## config.mk

```make
export PLATFORM = sky130hd
export DESIGN_NAME = riscv_core
export DESIGN_NICKNAME = d
export VERILOG_FILES = /design/src/logic/riscv_pkg.sv /design/src/logic/main_decoder.sv /design/src/logic/alu_decoder.sv /design/src/logic/reg_file.sv /design/src/logic/decode_unit.sv /design/src/logic/execute_unit.sv /design/src/logic/writeback_unit.sv /design/src/logic/riscv_core.sv
export SDC_FILE = /design/constraint.sdc
export NUM_CORES = 2
export LEC_CHECK = 0
export ABC_AREA = 0
export BUFFER_PORTS_ARGS = -buffer_cell sky130_fd_sc_hd__buf_2
export CORE_MARGIN = 2
export CORE_UTILIZATION = 39
export CTS_BUF_LIST = sky130_fd_sc_hd__clkbuf_16
export DETAILED_ROUTE_END_ITERATION = 10
export SLEW_MARGIN = 20
export SYNTH_ARGS = -nofsm -noshare
export SYNTH_HDL_FRONTEND = slang
export SYNTH_SLANG_ARGS = --single-unit
```

## constraint.sdc

```tcl
create_clock -name clk_i -period 12 [get_ports clk_i]
set_input_delay 2.4 -clock clk_i [delete_from_list [all_inputs] [get_ports clk_i]]
set_output_delay 2.4 -clock clk_i [all_outputs]
set_load 0.1 [all_outputs]
```

## src/logic/riscv_pkg.sv

```systemverilog
package riscv_pkg;

    // basic widths
    typedef logic [31:0] word_t;      // data, address or instruction word
    typedef logic [4:0]  reg_addr_t;  // register index
    typedef logic [6:0]  opcode_t;

    // opcodes of the supported instructions
    localparam opcode_t OP_LOAD   = 7'b0000011;
    localparam opcode_t OP_STORE  = 7'b0100011;
    localparam opcode_t OP_REG    = 7'b0110011;
    localparam opcode_t OP_IMM    = 7'b0010011;
    localparam opcode_t OP_BRANCH = 7'b1100011;
    localparam opcode_t OP_JAL    = 7'b1101111;

    // immediate format select
    typedef logic [1:0] imm_sel_t;
    localparam imm_sel_t IMM_I = 2'b00;
    localparam imm_sel_t IMM_S = 2'b01;
    localparam imm_sel_t IMM_B = 2'b10;
    localparam imm_sel_t IMM_J = 2'b11;

    // result source select, 2'b11 unused
    typedef logic [1:0] result_sel_t;
    localparam result_sel_t RES_ALU = 2'b00;
    localparam result_sel_t RES_MEM = 2'b01;
    localparam result_sel_t RES_PC4 = 2'b10;

    // coarse alu class from the main decoder
    typedef logic [1:0] alu_class_t;
    localparam alu_class_t ALU_CLASS_ADD   = 2'b00;  // address calc
    localparam alu_class_t ALU_CLASS_SUB   = 2'b01;  // beq compare
    localparam alu_class_t ALU_CLASS_FUNCT = 2'b10;  // look at funct3/funct7

    typedef enum logic [2:0] {
        ALU_ADD = 3'b000,
        ALU_SUB = 3'b001,
        ALU_AND = 3'b010,
        ALU_OR  = 3'b011,
        ALU_SLT = 3'b101
    } alu_op_e;

endpackage

```

## src/logic/main_decoder.sv

```systemverilog
`timescale 1ns/1ps

module main_decoder (
    input  riscv_pkg::opcode_t     op_i,
    output logic                   branch_o,
    output logic                   jump_o,     // or-ed with branch&zero for the pc select
    output logic                   mem_write_o,
    output logic                   alu_src_o,  // 1 selects the immediate
    output logic                   reg_write_o,
    output riscv_pkg::result_sel_t result_src_o,
    output riscv_pkg::imm_sel_t    imm_src_o,
    output riscv_pkg::alu_class_t  alu_op_o
);

    always_comb begin
        // no-op control word, also used for unknown opcodes
        branch_o     = 1'b0;
        jump_o       = 1'b0;
        mem_write_o  = 1'b0;
        alu_src_o    = 1'b0;
        reg_write_o  = 1'b0;
        result_src_o = riscv_pkg::RES_ALU;
        imm_src_o    = riscv_pkg::IMM_I;
        alu_op_o     = riscv_pkg::ALU_CLASS_ADD;

        case (op_i)
            riscv_pkg::OP_LOAD: begin   // lw
                reg_write_o  = 1'b1;
                alu_src_o    = 1'b1;
                result_src_o = riscv_pkg::RES_MEM;
                imm_src_o    = riscv_pkg::IMM_I;
            end
            riscv_pkg::OP_STORE: begin  // sw
                mem_write_o = 1'b1;
                alu_src_o   = 1'b1;
                imm_src_o   = riscv_pkg::IMM_S;
            end
            riscv_pkg::OP_REG: begin
                reg_write_o = 1'b1;
                alu_op_o    = riscv_pkg::ALU_CLASS_FUNCT;
            end
            riscv_pkg::OP_IMM: begin
                reg_write_o = 1'b1;
                alu_src_o   = 1'b1;
                imm_src_o   = riscv_pkg::IMM_I;
                alu_op_o    = riscv_pkg::ALU_CLASS_FUNCT;
            end
            riscv_pkg::OP_BRANCH: begin // beq, compare by subtraction
                branch_o  = 1'b1;
                imm_src_o = riscv_pkg::IMM_B;
                alu_op_o  = riscv_pkg::ALU_CLASS_SUB;
            end
            riscv_pkg::OP_JAL: begin
                jump_o       = 1'b1;
                reg_write_o  = 1'b1;
                result_src_o = riscv_pkg::RES_PC4; // link value
                imm_src_o    = riscv_pkg::IMM_J;
            end
            default: begin
                // undefined opcode falls through as a no-op
                reg_write_o = 1'b0;
                mem_write_o = 1'b0;
            end
        endcase
    end

endmodule

```

## src/logic/alu_decoder.sv

```systemverilog
`timescale 1ns/1ps

module alu_decoder (
    input  riscv_pkg::alu_class_t alu_class_i,
    input  logic [2:0]            funct3_i,
    input  logic                  funct7b5_i,
    input  logic                  opb5_i,      // set for register ops only
    output riscv_pkg::alu_op_e    alu_op_o
);

    logic is_sub;

    // sub needs both a register op and funct7[5], addi with a negative imm must stay add
    assign is_sub = opb5_i & funct7b5_i;

    always_comb begin
        case (alu_class_i)
            riscv_pkg::ALU_CLASS_ADD: alu_op_o = riscv_pkg::ALU_ADD;
            riscv_pkg::ALU_CLASS_SUB: alu_op_o = riscv_pkg::ALU_SUB;
            riscv_pkg::ALU_CLASS_FUNCT: begin
                case (funct3_i)
                    3'b000: begin
                        if (is_sub) begin
                            alu_op_o = riscv_pkg::ALU_SUB;
                        end else begin
                            alu_op_o = riscv_pkg::ALU_ADD;
                        end
                    end
                    3'b010:  alu_op_o = riscv_pkg::ALU_SLT;
                    3'b110:  alu_op_o = riscv_pkg::ALU_OR;
                    3'b111:  alu_op_o = riscv_pkg::ALU_AND;
                    default: alu_op_o = riscv_pkg::ALU_ADD; // unsupported funct3
                endcase
            end
            default: alu_op_o = riscv_pkg::ALU_ADD;
        endcase
    end

endmodule

```

## src/logic/reg_file.sv

```systemverilog
`timescale 1ns/1ps

module reg_file (
    input  logic                 clk_i,
    input  logic                 rst_n_i,
    input  logic                 we_i,
    input  riscv_pkg::reg_addr_t ra1_i,
    input  riscv_pkg::reg_addr_t ra2_i,
    input  riscv_pkg::reg_addr_t wa_i,
    input  riscv_pkg::word_t     wd_i,
    output riscv_pkg::word_t     rd1_o,
    output riscv_pkg::word_t     rd2_o
);

    riscv_pkg::word_t regs [32];

    always_ff @(posedge clk_i) begin
        if (!rst_n_i) begin
            for (int i = 0; i < 32; i++) begin
                regs[i] <= '0;
            end
        end else if (we_i && (wa_i != '0)) begin // x0 is never written
            regs[wa_i] <= wd_i;
        end
    end

    // async read ports
    assign rd1_o = regs[ra1_i];
    assign rd2_o = regs[ra2_i];

    // x0 must read zero on both ports whatever was written before
    a_x0_zero : assert property (
        @(posedge clk_i) disable iff (!rst_n_i)
        ((ra1_i == '0) |-> (rd1_o == '0)) and ((ra2_i == '0) |-> (rd2_o == '0))
    ) else $error("x0 read back nonzero");

endmodule

```

## src/logic/decode_unit.sv

```systemverilog
`timescale 1ns/1ps

module decode_unit (
    input  logic                   clk_i,
    input  logic                   rst_n_i,
    input  riscv_pkg::word_t       instr_i,
    input  riscv_pkg::word_t       result_i,
    output riscv_pkg::word_t       rd1_o,
    output riscv_pkg::word_t       rd2_o,
    output riscv_pkg::word_t       imm_ext_o,
    output riscv_pkg::alu_op_e     alu_op_o,
    output logic                   alu_src_o,
    output logic                   branch_o,
    output logic                   jump_o,
    output logic                   mem_write_o,
    output riscv_pkg::result_sel_t result_src_o
);

    riscv_pkg::opcode_t    opcode;
    riscv_pkg::reg_addr_t  rs1, rs2, rd;
    logic [2:0]            funct3;
    riscv_pkg::imm_sel_t   imm_src;
    riscv_pkg::alu_class_t alu_class;
    logic                  reg_write_dec;
    logic                  mem_write_dec;
    logic                  reg_write;

    // instruction fields
    assign opcode = instr_i[6:0];
    assign rd     = instr_i[11:7];
    assign funct3 = instr_i[14:12];
    assign rs1    = instr_i[19:15];
    assign rs2    = instr_i[24:20];

    main_decoder u_main_decoder (
        .op_i         (opcode),
        .branch_o     (branch_o),
        .jump_o       (jump_o),
        .mem_write_o  (mem_write_dec),
        .alu_src_o    (alu_src_o),
        .reg_write_o  (reg_write_dec),
        .result_src_o (result_src_o),
        .imm_src_o    (imm_src),
        .alu_op_o     (alu_class)
    );

    alu_decoder u_alu_decoder (
        .alu_class_i (alu_class),
        .funct3_i    (funct3),
        .funct7b5_i  (instr_i[30]),
        .opb5_i      (instr_i[5]),
        .alu_op_o    (alu_op_o)
    );

    // no writes of any kind while reset is held
    assign reg_write   = reg_write_dec & rst_n_i;
    assign mem_write_o = mem_write_dec & rst_n_i;

    reg_file u_reg_file (
        .clk_i   (clk_i),
        .rst_n_i (rst_n_i),
        .we_i    (reg_write),
        .ra1_i   (rs1),
        .ra2_i   (rs2),
        .wa_i    (rd),
        .wd_i    (result_i),
        .rd1_o   (rd1_o),
        .rd2_o   (rd2_o)
    );

    always_comb begin
        case (imm_src)
            riscv_pkg::IMM_I: imm_ext_o = {{20{instr_i[31]}}, instr_i[31:20]};
            riscv_pkg::IMM_S: imm_ext_o = {{20{instr_i[31]}}, instr_i[31:25], instr_i[11:7]};
            riscv_pkg::IMM_B: imm_ext_o = {{20{instr_i[31]}}, instr_i[7], instr_i[30:25],
                                           instr_i[11:8], 1'b0};
            default:          imm_ext_o = {{12{instr_i[31]}}, instr_i[19:12], instr_i[20],
                                           instr_i[30:21], 1'b0}; // jal
        endcase
    end

endmodule

```

## src/logic/execute_unit.sv

```systemverilog
`timescale 1ns/1ps

module execute_unit (
    input  riscv_pkg::word_t   pc_i,
    input  riscv_pkg::word_t   rd1_i,
    input  riscv_pkg::word_t   rd2_i,
    input  riscv_pkg::word_t   imm_ext_i,
    input  logic               alu_src_i,
    input  riscv_pkg::alu_op_e alu_op_i,
    output riscv_pkg::word_t   alu_result_o,
    output riscv_pkg::word_t   target_o,
    output logic               zero_o
);

    riscv_pkg::word_t src_b;

    assign src_b = alu_src_i ? imm_ext_i : rd2_i;

    always_comb begin
        case (alu_op_i)
            riscv_pkg::ALU_ADD: alu_result_o = rd1_i + src_b;
            riscv_pkg::ALU_SUB: alu_result_o = rd1_i - src_b;
            riscv_pkg::ALU_AND: alu_result_o = rd1_i & src_b;
            riscv_pkg::ALU_OR:  alu_result_o = rd1_i | src_b;
            riscv_pkg::ALU_SLT: begin
                // signed compare
                alu_result_o = {31'b0, $signed(rd1_i) < $signed(src_b)};
            end
            default: alu_result_o = rd1_i + src_b;
        endcase
    end

    assign zero_o = (alu_result_o == '0);  // beq taken when equal

    // shared by beq and jal
    assign target_o = pc_i + imm_ext_i;

    // no clock here, so the op is sampled on each change of its own value
    a_alu_op_defined : assert property (
        @(alu_op_i)
        $isunknown(alu_op_i) || (alu_op_i inside {riscv_pkg::ALU_ADD, riscv_pkg::ALU_SUB,
                                                   riscv_pkg::ALU_AND, riscv_pkg::ALU_OR,
                                                   riscv_pkg::ALU_SLT})
    ) else $error("alu decoder produced an undefined op %0b", alu_op_i);

endmodule

```

## src/logic/writeback_unit.sv

```systemverilog
`timescale 1ns/1ps

module writeback_unit #(
    parameter int DMEM_WORDS = 64
) (
    input  logic                   clk_i,
    input  logic                   rst_n_i,
    input  logic                   mem_write_i,
    input  logic                   branch_i,
    input  logic                   jump_i,
    input  logic                   zero_i,
    input  riscv_pkg::result_sel_t result_src_i,
    input  riscv_pkg::word_t       alu_result_i,
    input  riscv_pkg::word_t       write_data_i,
    input  riscv_pkg::word_t       target_i,
    output riscv_pkg::word_t       pc_o,
    output riscv_pkg::word_t       result_o
);

    localparam int AW = $clog2(DMEM_WORDS);

    riscv_pkg::word_t dmem [DMEM_WORDS];
    riscv_pkg::word_t read_data;
    riscv_pkg::word_t pc_q;
    riscv_pkg::word_t pc_plus4;
    riscv_pkg::word_t pc_next;
    logic [AW-1:0]    word_addr;

    assign word_addr = alu_result_i[AW+1:2]; // byte address to word index

    always_ff @(posedge clk_i) begin
        if (mem_write_i) begin
            dmem[word_addr] <= write_data_i;
        end
    end

    assign read_data = dmem[word_addr];

    assign pc_plus4 = pc_q + 32'd4;
    assign pc_next  = (jump_i || (branch_i && zero_i)) ? target_i : pc_plus4;

    always_ff @(posedge clk_i) begin
        if (!rst_n_i) begin
            pc_q <= '0;
        end else begin
            pc_q <= pc_next;
        end
    end

    assign pc_o = pc_q;

    always_comb begin
        case (result_src_i)
            riscv_pkg::RES_MEM: result_o = read_data;
            riscv_pkg::RES_PC4: result_o = pc_plus4;  // jal link
            default:            result_o = alu_result_i;
        endcase
    end

    // store address comes from execute, enable from decode
    a_store_addr : assert property (
        @(posedge clk_i) disable iff (!rst_n_i)
        mem_write_i |-> (alu_result_i[1:0] == 2'b00) &&
                        (alu_result_i < riscv_pkg::word_t'(DMEM_WORDS * 4))
    ) else $error("store to bad address %h", alu_result_i);

endmodule

```

## src/logic/riscv_core.sv

```systemverilog
`timescale 1ns/1ps

module riscv_core #(
    parameter int DMEM_WORDS = 64
) (
    input  logic             clk_i,
    input  logic             rst_n_i,
    input  riscv_pkg::word_t instr_i,
    output riscv_pkg::word_t pc_o,
    output riscv_pkg::word_t data_addr_o,   // alu result, doubles as store address
    output riscv_pkg::word_t write_data_o,  // rs2 value
    output logic             mem_write_o
);

    riscv_pkg::word_t       rd1;
    riscv_pkg::word_t       imm_ext;
    riscv_pkg::word_t       target;
    riscv_pkg::word_t       result;
    riscv_pkg::alu_op_e     alu_op;
    riscv_pkg::result_sel_t result_src;
    logic                   alu_src;
    logic                   branch;
    logic                   jump;
    logic                   zero;

    decode_unit u_decode (
        .clk_i        (clk_i),
        .rst_n_i      (rst_n_i),
        .instr_i      (instr_i),
        .result_i     (result),
        .rd1_o        (rd1),
        .rd2_o        (write_data_o),
        .imm_ext_o    (imm_ext),
        .alu_op_o     (alu_op),
        .alu_src_o    (alu_src),
        .branch_o     (branch),
        .jump_o       (jump),
        .mem_write_o  (mem_write_o),
        .result_src_o (result_src)
    );

    execute_unit u_execute (
        .pc_i         (pc_o),
        .rd1_i        (rd1),
        .rd2_i        (write_data_o),
        .imm_ext_i    (imm_ext),
        .alu_src_i    (alu_src),
        .alu_op_i     (alu_op),
        .alu_result_o (data_addr_o),
        .target_o     (target),
        .zero_o       (zero)
    );

    writeback_unit #(
        .DMEM_WORDS (DMEM_WORDS)
    ) u_writeback (
        .clk_i        (clk_i),
        .rst_n_i      (rst_n_i),
        .mem_write_i  (mem_write_o),
        .branch_i     (branch),
        .jump_i       (jump),
        .zero_i       (zero),
        .result_src_i (result_src),
        .alu_result_i (data_addr_o),
        .write_data_i (write_data_o),
        .target_i     (target),
        .pc_o         (pc_o),
        .result_o     (result)
    );

endmodule

```

# Yosys cells after proc, flatten, opt, wreduce, memory -nomap -nowiden
# Memories as Yosys holds them, arrays and structs flattened.
# Index checks and enable logic that the tools add are counted.
# classes
mux	25
eq_ne	19
bitwise_logic	5
order_cmp	1
add_sub_neg	4
n_reduce_logical	11
# op_table
cell	count
$pmux W32 S4	1
$mux W32	3
$add A32 B32 Y32	2
$pmux W32 S2	1
$pmux W20 S3	1
$add A32 B3 Y32 const B	1
$and A32 B32 Y32	1
$logic_not A32 Y1	1
$lt A32 B32 Y1	1
$or A32 B32 Y32	1
$reduce_or A32 Y1	1
$sub A32 B32 Y32	1
$eq A7 B6 Y1 const B	2
$eq A7 B7 Y1 const B	2
$mux W1	13
$pmux W3 S4	1
$eq A3 B2 Y1 const B	3
$eq A3 B3 Y1 const B	3
$pmux W2 S2	2
$eq A7 B2 Y1 const B	1
$eq A7 B5 Y1 const B	1
$eq A2 B1 Y1 const B	3
$eq A2 B2 Y1 const B	3
$pmux W2 S3	1
other kinds (12)	15
# word_totals
ram_bits	3072
elab_cells	68
memories	2
reg_bits	32
out_inout_bits	97
# memory_table
name	words	width	read_ports	rd_ports_with_merged_regs	wr	line_no	rtl
u_writeback.dmem	64	32	1	0	1	writeback_unit.sv:22	riscv_pkg::word_t dmem [DMEM_WORDS];
u_decode.u_reg_file.regs	32	32	2	0	32	reg_file.sv:15	riscv_pkg::word_t regs [32];

# Logic depth before layout (Yosys ltp)
# depth
word_depth	11
mapped_depth	29
depth_no_buf	22

# Cells and area by module
# A second synthesis with hierarchy kept.
# hier_totals
hier_cells	10322
hier_area_um2	144437.3
# by_module_without_submodules
module	instances	area_each_um2	cells_per_inst
writeback_unit	1	80983.9	4555
reg_file	1	55715.9	4609
execute_unit	1	7169.4	1085
decode_unit	1	335.3	41
main_decoder	1	136.4	21
alu_decoder	1	96.3	11

# Worst setup path before layout
# Ideal clock, no wire load.
# synth_path
path_kind	input -> output
startpoint	input instr_i[20]
endpoint	output data_addr_o[16]
arrival_ns	10.179
path_stages	17
t_required_ns	9.600
path_slack_ns	-0.579
path_buffers	4
path_cell_list	clkbuf_1 > clkbuf_1 > clkbuf_1 > mux4_2 > mux4_2 > mux2i_1 > inv_1 > o21ai_0 > ha_1 > buf_2 > a21o_1 > and2_1 > o311a_1 > o211ai_1 > a32oi_1 > o221a_2 > o21ai_0
# synth_via
elab_chain_cells	4
elab_cells_between_ends	8
# synth_lines
element	line_no	rtl
from (decl)	riscv_core.sv:8	input riscv_pkg::word_t instr_i,
$mem_v2 Z32 W32 *	n/a	
net write_data_o[4]	riscv_core.sv:11	output riscv_pkg::word_t write_data_o,
$mux W32 *	execute_unit.sv:17	assign src_b = alu_src_i ? imm_ext_i : rd2_i;
$add A32 B32 Y32 or $sub A32 B32 Y32 (tied branches)	execute_unit.sv:21, execute_unit.sv:29, execute_unit.sv:22	
$pmux W32 S4 *	execute_unit.sv:20	case (alu_op_i)
to (decl)	riscv_core.sv:10	output riscv_pkg::word_t data_addr_o,
# Mark *: on every way through the listed nets, which the timed path passes. The rest lies on a longest branch.

# Worst setup path in the final report
# layout_path
startpoint	input instr_i[20]
endpoint	output data_addr_o[17]
# layout_via
elab_chain_cells	4
elab_cells_between_ends	8
# layout_lines
element	line_no
$mem_v2 Z32 W32 or $pmux W20 S3 (tied branches)	n/a
$mux W32 *	execute_unit.sv:17
$add A32 B32 Y32 (tied with other cells)	execute_unit.sv:21, execute_unit.sv:29
$pmux W32 S4 *	execute_unit.sv:20
# Every way passes the cells marked *; elsewhere a longest branch is shown, timed or not.

==> impl_metrics.py <==
metrics = {
    "clock_network": {
        "root_buffer": "clkbuf_16",
        "path_clk_slew_ns": 0.06,
        "clk_path_buf_depth": 4,
        "ctsResizeCount": 0,
        "cts_max_level": 5,
        "cts_sinks": 3104,
        "cts_made_buffers": 326,
        "postCtsSetupRepairBufs": 0,
        "cts_tree": "built",
        "clkLatencyLatePin_ns": 0.95,
        "cts_hold_buf": 0,
    },
    "route": {
        "drt_iter0_drc": 14548,
        "drt_pass1_iterations": 6,
        "route.detailed.drc": 0,
        "via_per_inst": 6.27,
        "drt-wirelength-per-cell_um": 33.8,
        "routed_wirelength_mm": 521,
        "final_antenna_net_count": 0,
        "vias": 96526,
    },
    "finish": {
        "final_nets": 10465,
        "regArea_sq_um": 92900,
        "n_fill_cell": 32227,
        "layout-drive-gt1-share_pct": 19.0,
        "multi_input_area_sq_um": 47000,
        "synthToLayoutAreaGrowth_pct": 13.4,
        "utilization_pct": 44.4,
    },
    "synthesis": {
        "synth_top_cell_area_share_pct": 64.6,
        "synth_common_cells": "edfxtp_1, nand2_1, nor2_1, mux4_2, nand3_1",
        "netlist_instances": 10219,
        "netlist_top_cells_area": "edfxtp_1, mux4_2, nand2_1, nor2_1, nand3_1",
        "syn_area_per_cell_sq_um": 14.0,
        "synthFlopType": "edfxtp_1",
        "synth_most_common_cell": "edfxtp_1",
        "synth_area_sq_um": 143000,
        "synth_area_leader_cell": "edfxtp_1",
        "synth_edf_count": 3072,
        "yosysSeqAreaShare_pct": 65.0,
        "async_reset_ff_share_pct": 0,
        "ys_types": 93,
        "ys_ff_latch": 3104,
        "ys_warn_count": 0,
    },
    "worst_hold_path": {
        "hp-class": "flip-flop to flip-flop",
    },
    "placed_design": {
        "gp_congestion": 0.980,
        "portBuffers": 130,
        "dp_hpwl_mm": 318,
    },
    "pwr": {
        "p_per_area_nw_per_um2": 199,
        "p_sw_uw": 11600,
        "leakage_uw": 0.0555,
        "vdd_drop_max_mv": 0.195,
        "clockPowerShare_pct": 31.3,
        "combinationalPowerShare_pct": 30.5,
        "power.internal_uw": 20700,
        "switching_share_pct": 35.8,
        "p_seq_share_pct": 38.2,
    },
    "sta": {
        "fin_crit_ns": 11.44,
        "finalCritPeriodShare_pct": 95.3,
        "clock_skew_ns": 0.0835,
        "grt_setup_unrepaired": "false",
        "hold_viol_final": 0,
        "max_slew_margin_pct": 13.5,
        "setup_viol": 0,
        "fmax_mhz": 87.4,
        "worst_pin_slew_ns": 1.29,
        "slew_viol_final": 0,
        "final.setup.tns_ns": 0,
    },
    "die": {
        "dieArea_sq_um": 371000,
        "io_pins": 131,
        "die_height_um": 609,
        "core_area_sq_um": 365000,
        "row_count": 222,
        "start_util_pct": 39.1,
        "die_w_um": 609,
    },
    "worst_setup_path": {
        "crit_arrival_ns": 9.04,
        "critical_path_class": "input port to primary output",
        "start_kind": "input port",
        "crit_path_max_fanout": 43,
        "worstPathRequired_ns": 9.60,
        "endpoint_kind": "primary output",
    },
    "status": {
        "status": "finished, final reports clean",
    },
    "grt": {
        "grt_pass1_wl_mm": 724,
        "grt.overflow.total": 0,
        "grt_max_degree": 168,
        "grt_pass1_vias": 93033,
        "antenna_found_initial": 38,
        "gr-usage-all-layers_pct": 27.4,
    },
    "job": {
        "cap_violations": 0,
    },
}
stage by stage:
stage	instances	area, sq um	power [uW]	setup slack, ns	hold WS (ns)
6_report	15406	162000	32300	0.564	0.538
3_3_place_gp	14779	151000	22100	0.385	0.506
5_1_grt	15388	162000	33200	0.297	0.550
2_1_floorplan	10250	143000	18300	0.0530	0.876
4_1_cts	15364	162000	32200	0.616	0.524
3_5_place_dp	14782	151000	22200	0.431	0.516
worst max-delay path: stages:
cell and delay [ns]:
buf_8 0.41, buf_4 0.36, mux4_2 0.53, mux4_2 0.46, mux2i_1 0.54, inv_2 0.32
o21ai_0 0.43, ha_1 0.40, nand2_1 0.11, a211oi_1 0.53, o21ai_1 0.46, a211oi_1 0.77
a31oi_1 0.18, o211a_1 0.25, nor3_1 0.17, nor2_1 0.12, inv_1 0.07, buf_2 0.42
state kept, by name, indices dropped and copies added (netlist names):
register	flops
u_decode.u_reg_file.regs	1024
u_writeback.pc_o	32
u_writeback.dmem	2048
kinds of logic (layout without fill, tap and decap cells):
logic type | Yosys count | after routing | share of synthesized area (%)
adder cells (fa/ha/maj) | 136 | 136 | 1.21
AND/OR/NAND/NOR | 3681 | 3681 | 10.8
other | 1 | 73 | 0.00263
AO/OA/AOI/OAI | 1258 | 1258 | 6.68
XOR/XNOR | 64 | 64 | 0.392
buffers and inverters | 981 | 1280 | 2.87
multiplexers | 994 | 994 | 13.0
flip-flops | 3104 | 3104 | 65.0
cell usage in the layout (no fill, tap or decap), types with 168 or more instances in the layout:
| cell type | count |
|---|---|
| a211oi_1 | 178 |
| edfxtp_1 | 3072 |
| clkbuf_16 | 332 |
| mux2i_1 | 237 |
| nor2_1 | 1107 |
| inv_1 | 168 |
| a311oi_1 | 309 |
| mux4_2 | 687 |
| nand2_1 | 1499 |
| buf_4 | 385 |
| nand3_1 | 679 |
final timing paths:
kind	start	end	slack [ns]	depth (start not counted)
min	u_writeback.pc_o[0]$_SDFFE_PN0P_	u_writeback.pc_o[0]$_SDFFE_PN0P_	0.54	2
max reg2reg	u_decode.u_reg_file.regs[20][4]$_SDFFCE_PN0P_	u_decode.u_reg_file.regs[25][29]$_SDFFCE_PN0P_	2.90	20
min reg2reg	u_writeback.pc_o[0]$_SDFFE_PN0P_	u_writeback.pc_o[0]$_SDFFE_PN0P_	0.54	2
max	instr_i[20]	data_addr_o[17]	0.56	18
per-layer routing:
| metal | wire length [um] | global-route usage [%] |
|---|---|---|
| met1 | 191000 | 35.6 |
| met2 | 239000 | 43.0 |
| met3 | 55200 | 5.43 |
| met4 | 35500 | 15.9 |
| met5 | 80 | 0 |
area by class of cell:
class / count / area share, %
Antenna cell: 41 / 0.0633
Clock buffer: 332 / 5.13
Clock inverter: 250 / 1.39
Inverter: 132 / 0.331
Multi-Input combinational cell: 6165 / 29.0
Sequential cell: 3104 / 57.3
Tap cell: 4816 / 3.72
Timing Repair Buffer: 566 / 3.05
power groups by stage:
stage / clock (uW) / combinational, uW / sequential, uW
after floorplan: 0 / 5780 / 12600
after global placement: 0 / 9510 / 12600
after detailed placement: 0 / 9610 / 12600
after CTS: 10200 / 9640 / 12300
after global routing: 10600 / 10200 / 12400
final: 10100 / 9850 / 12300
(Power assumes the default switching activity.)
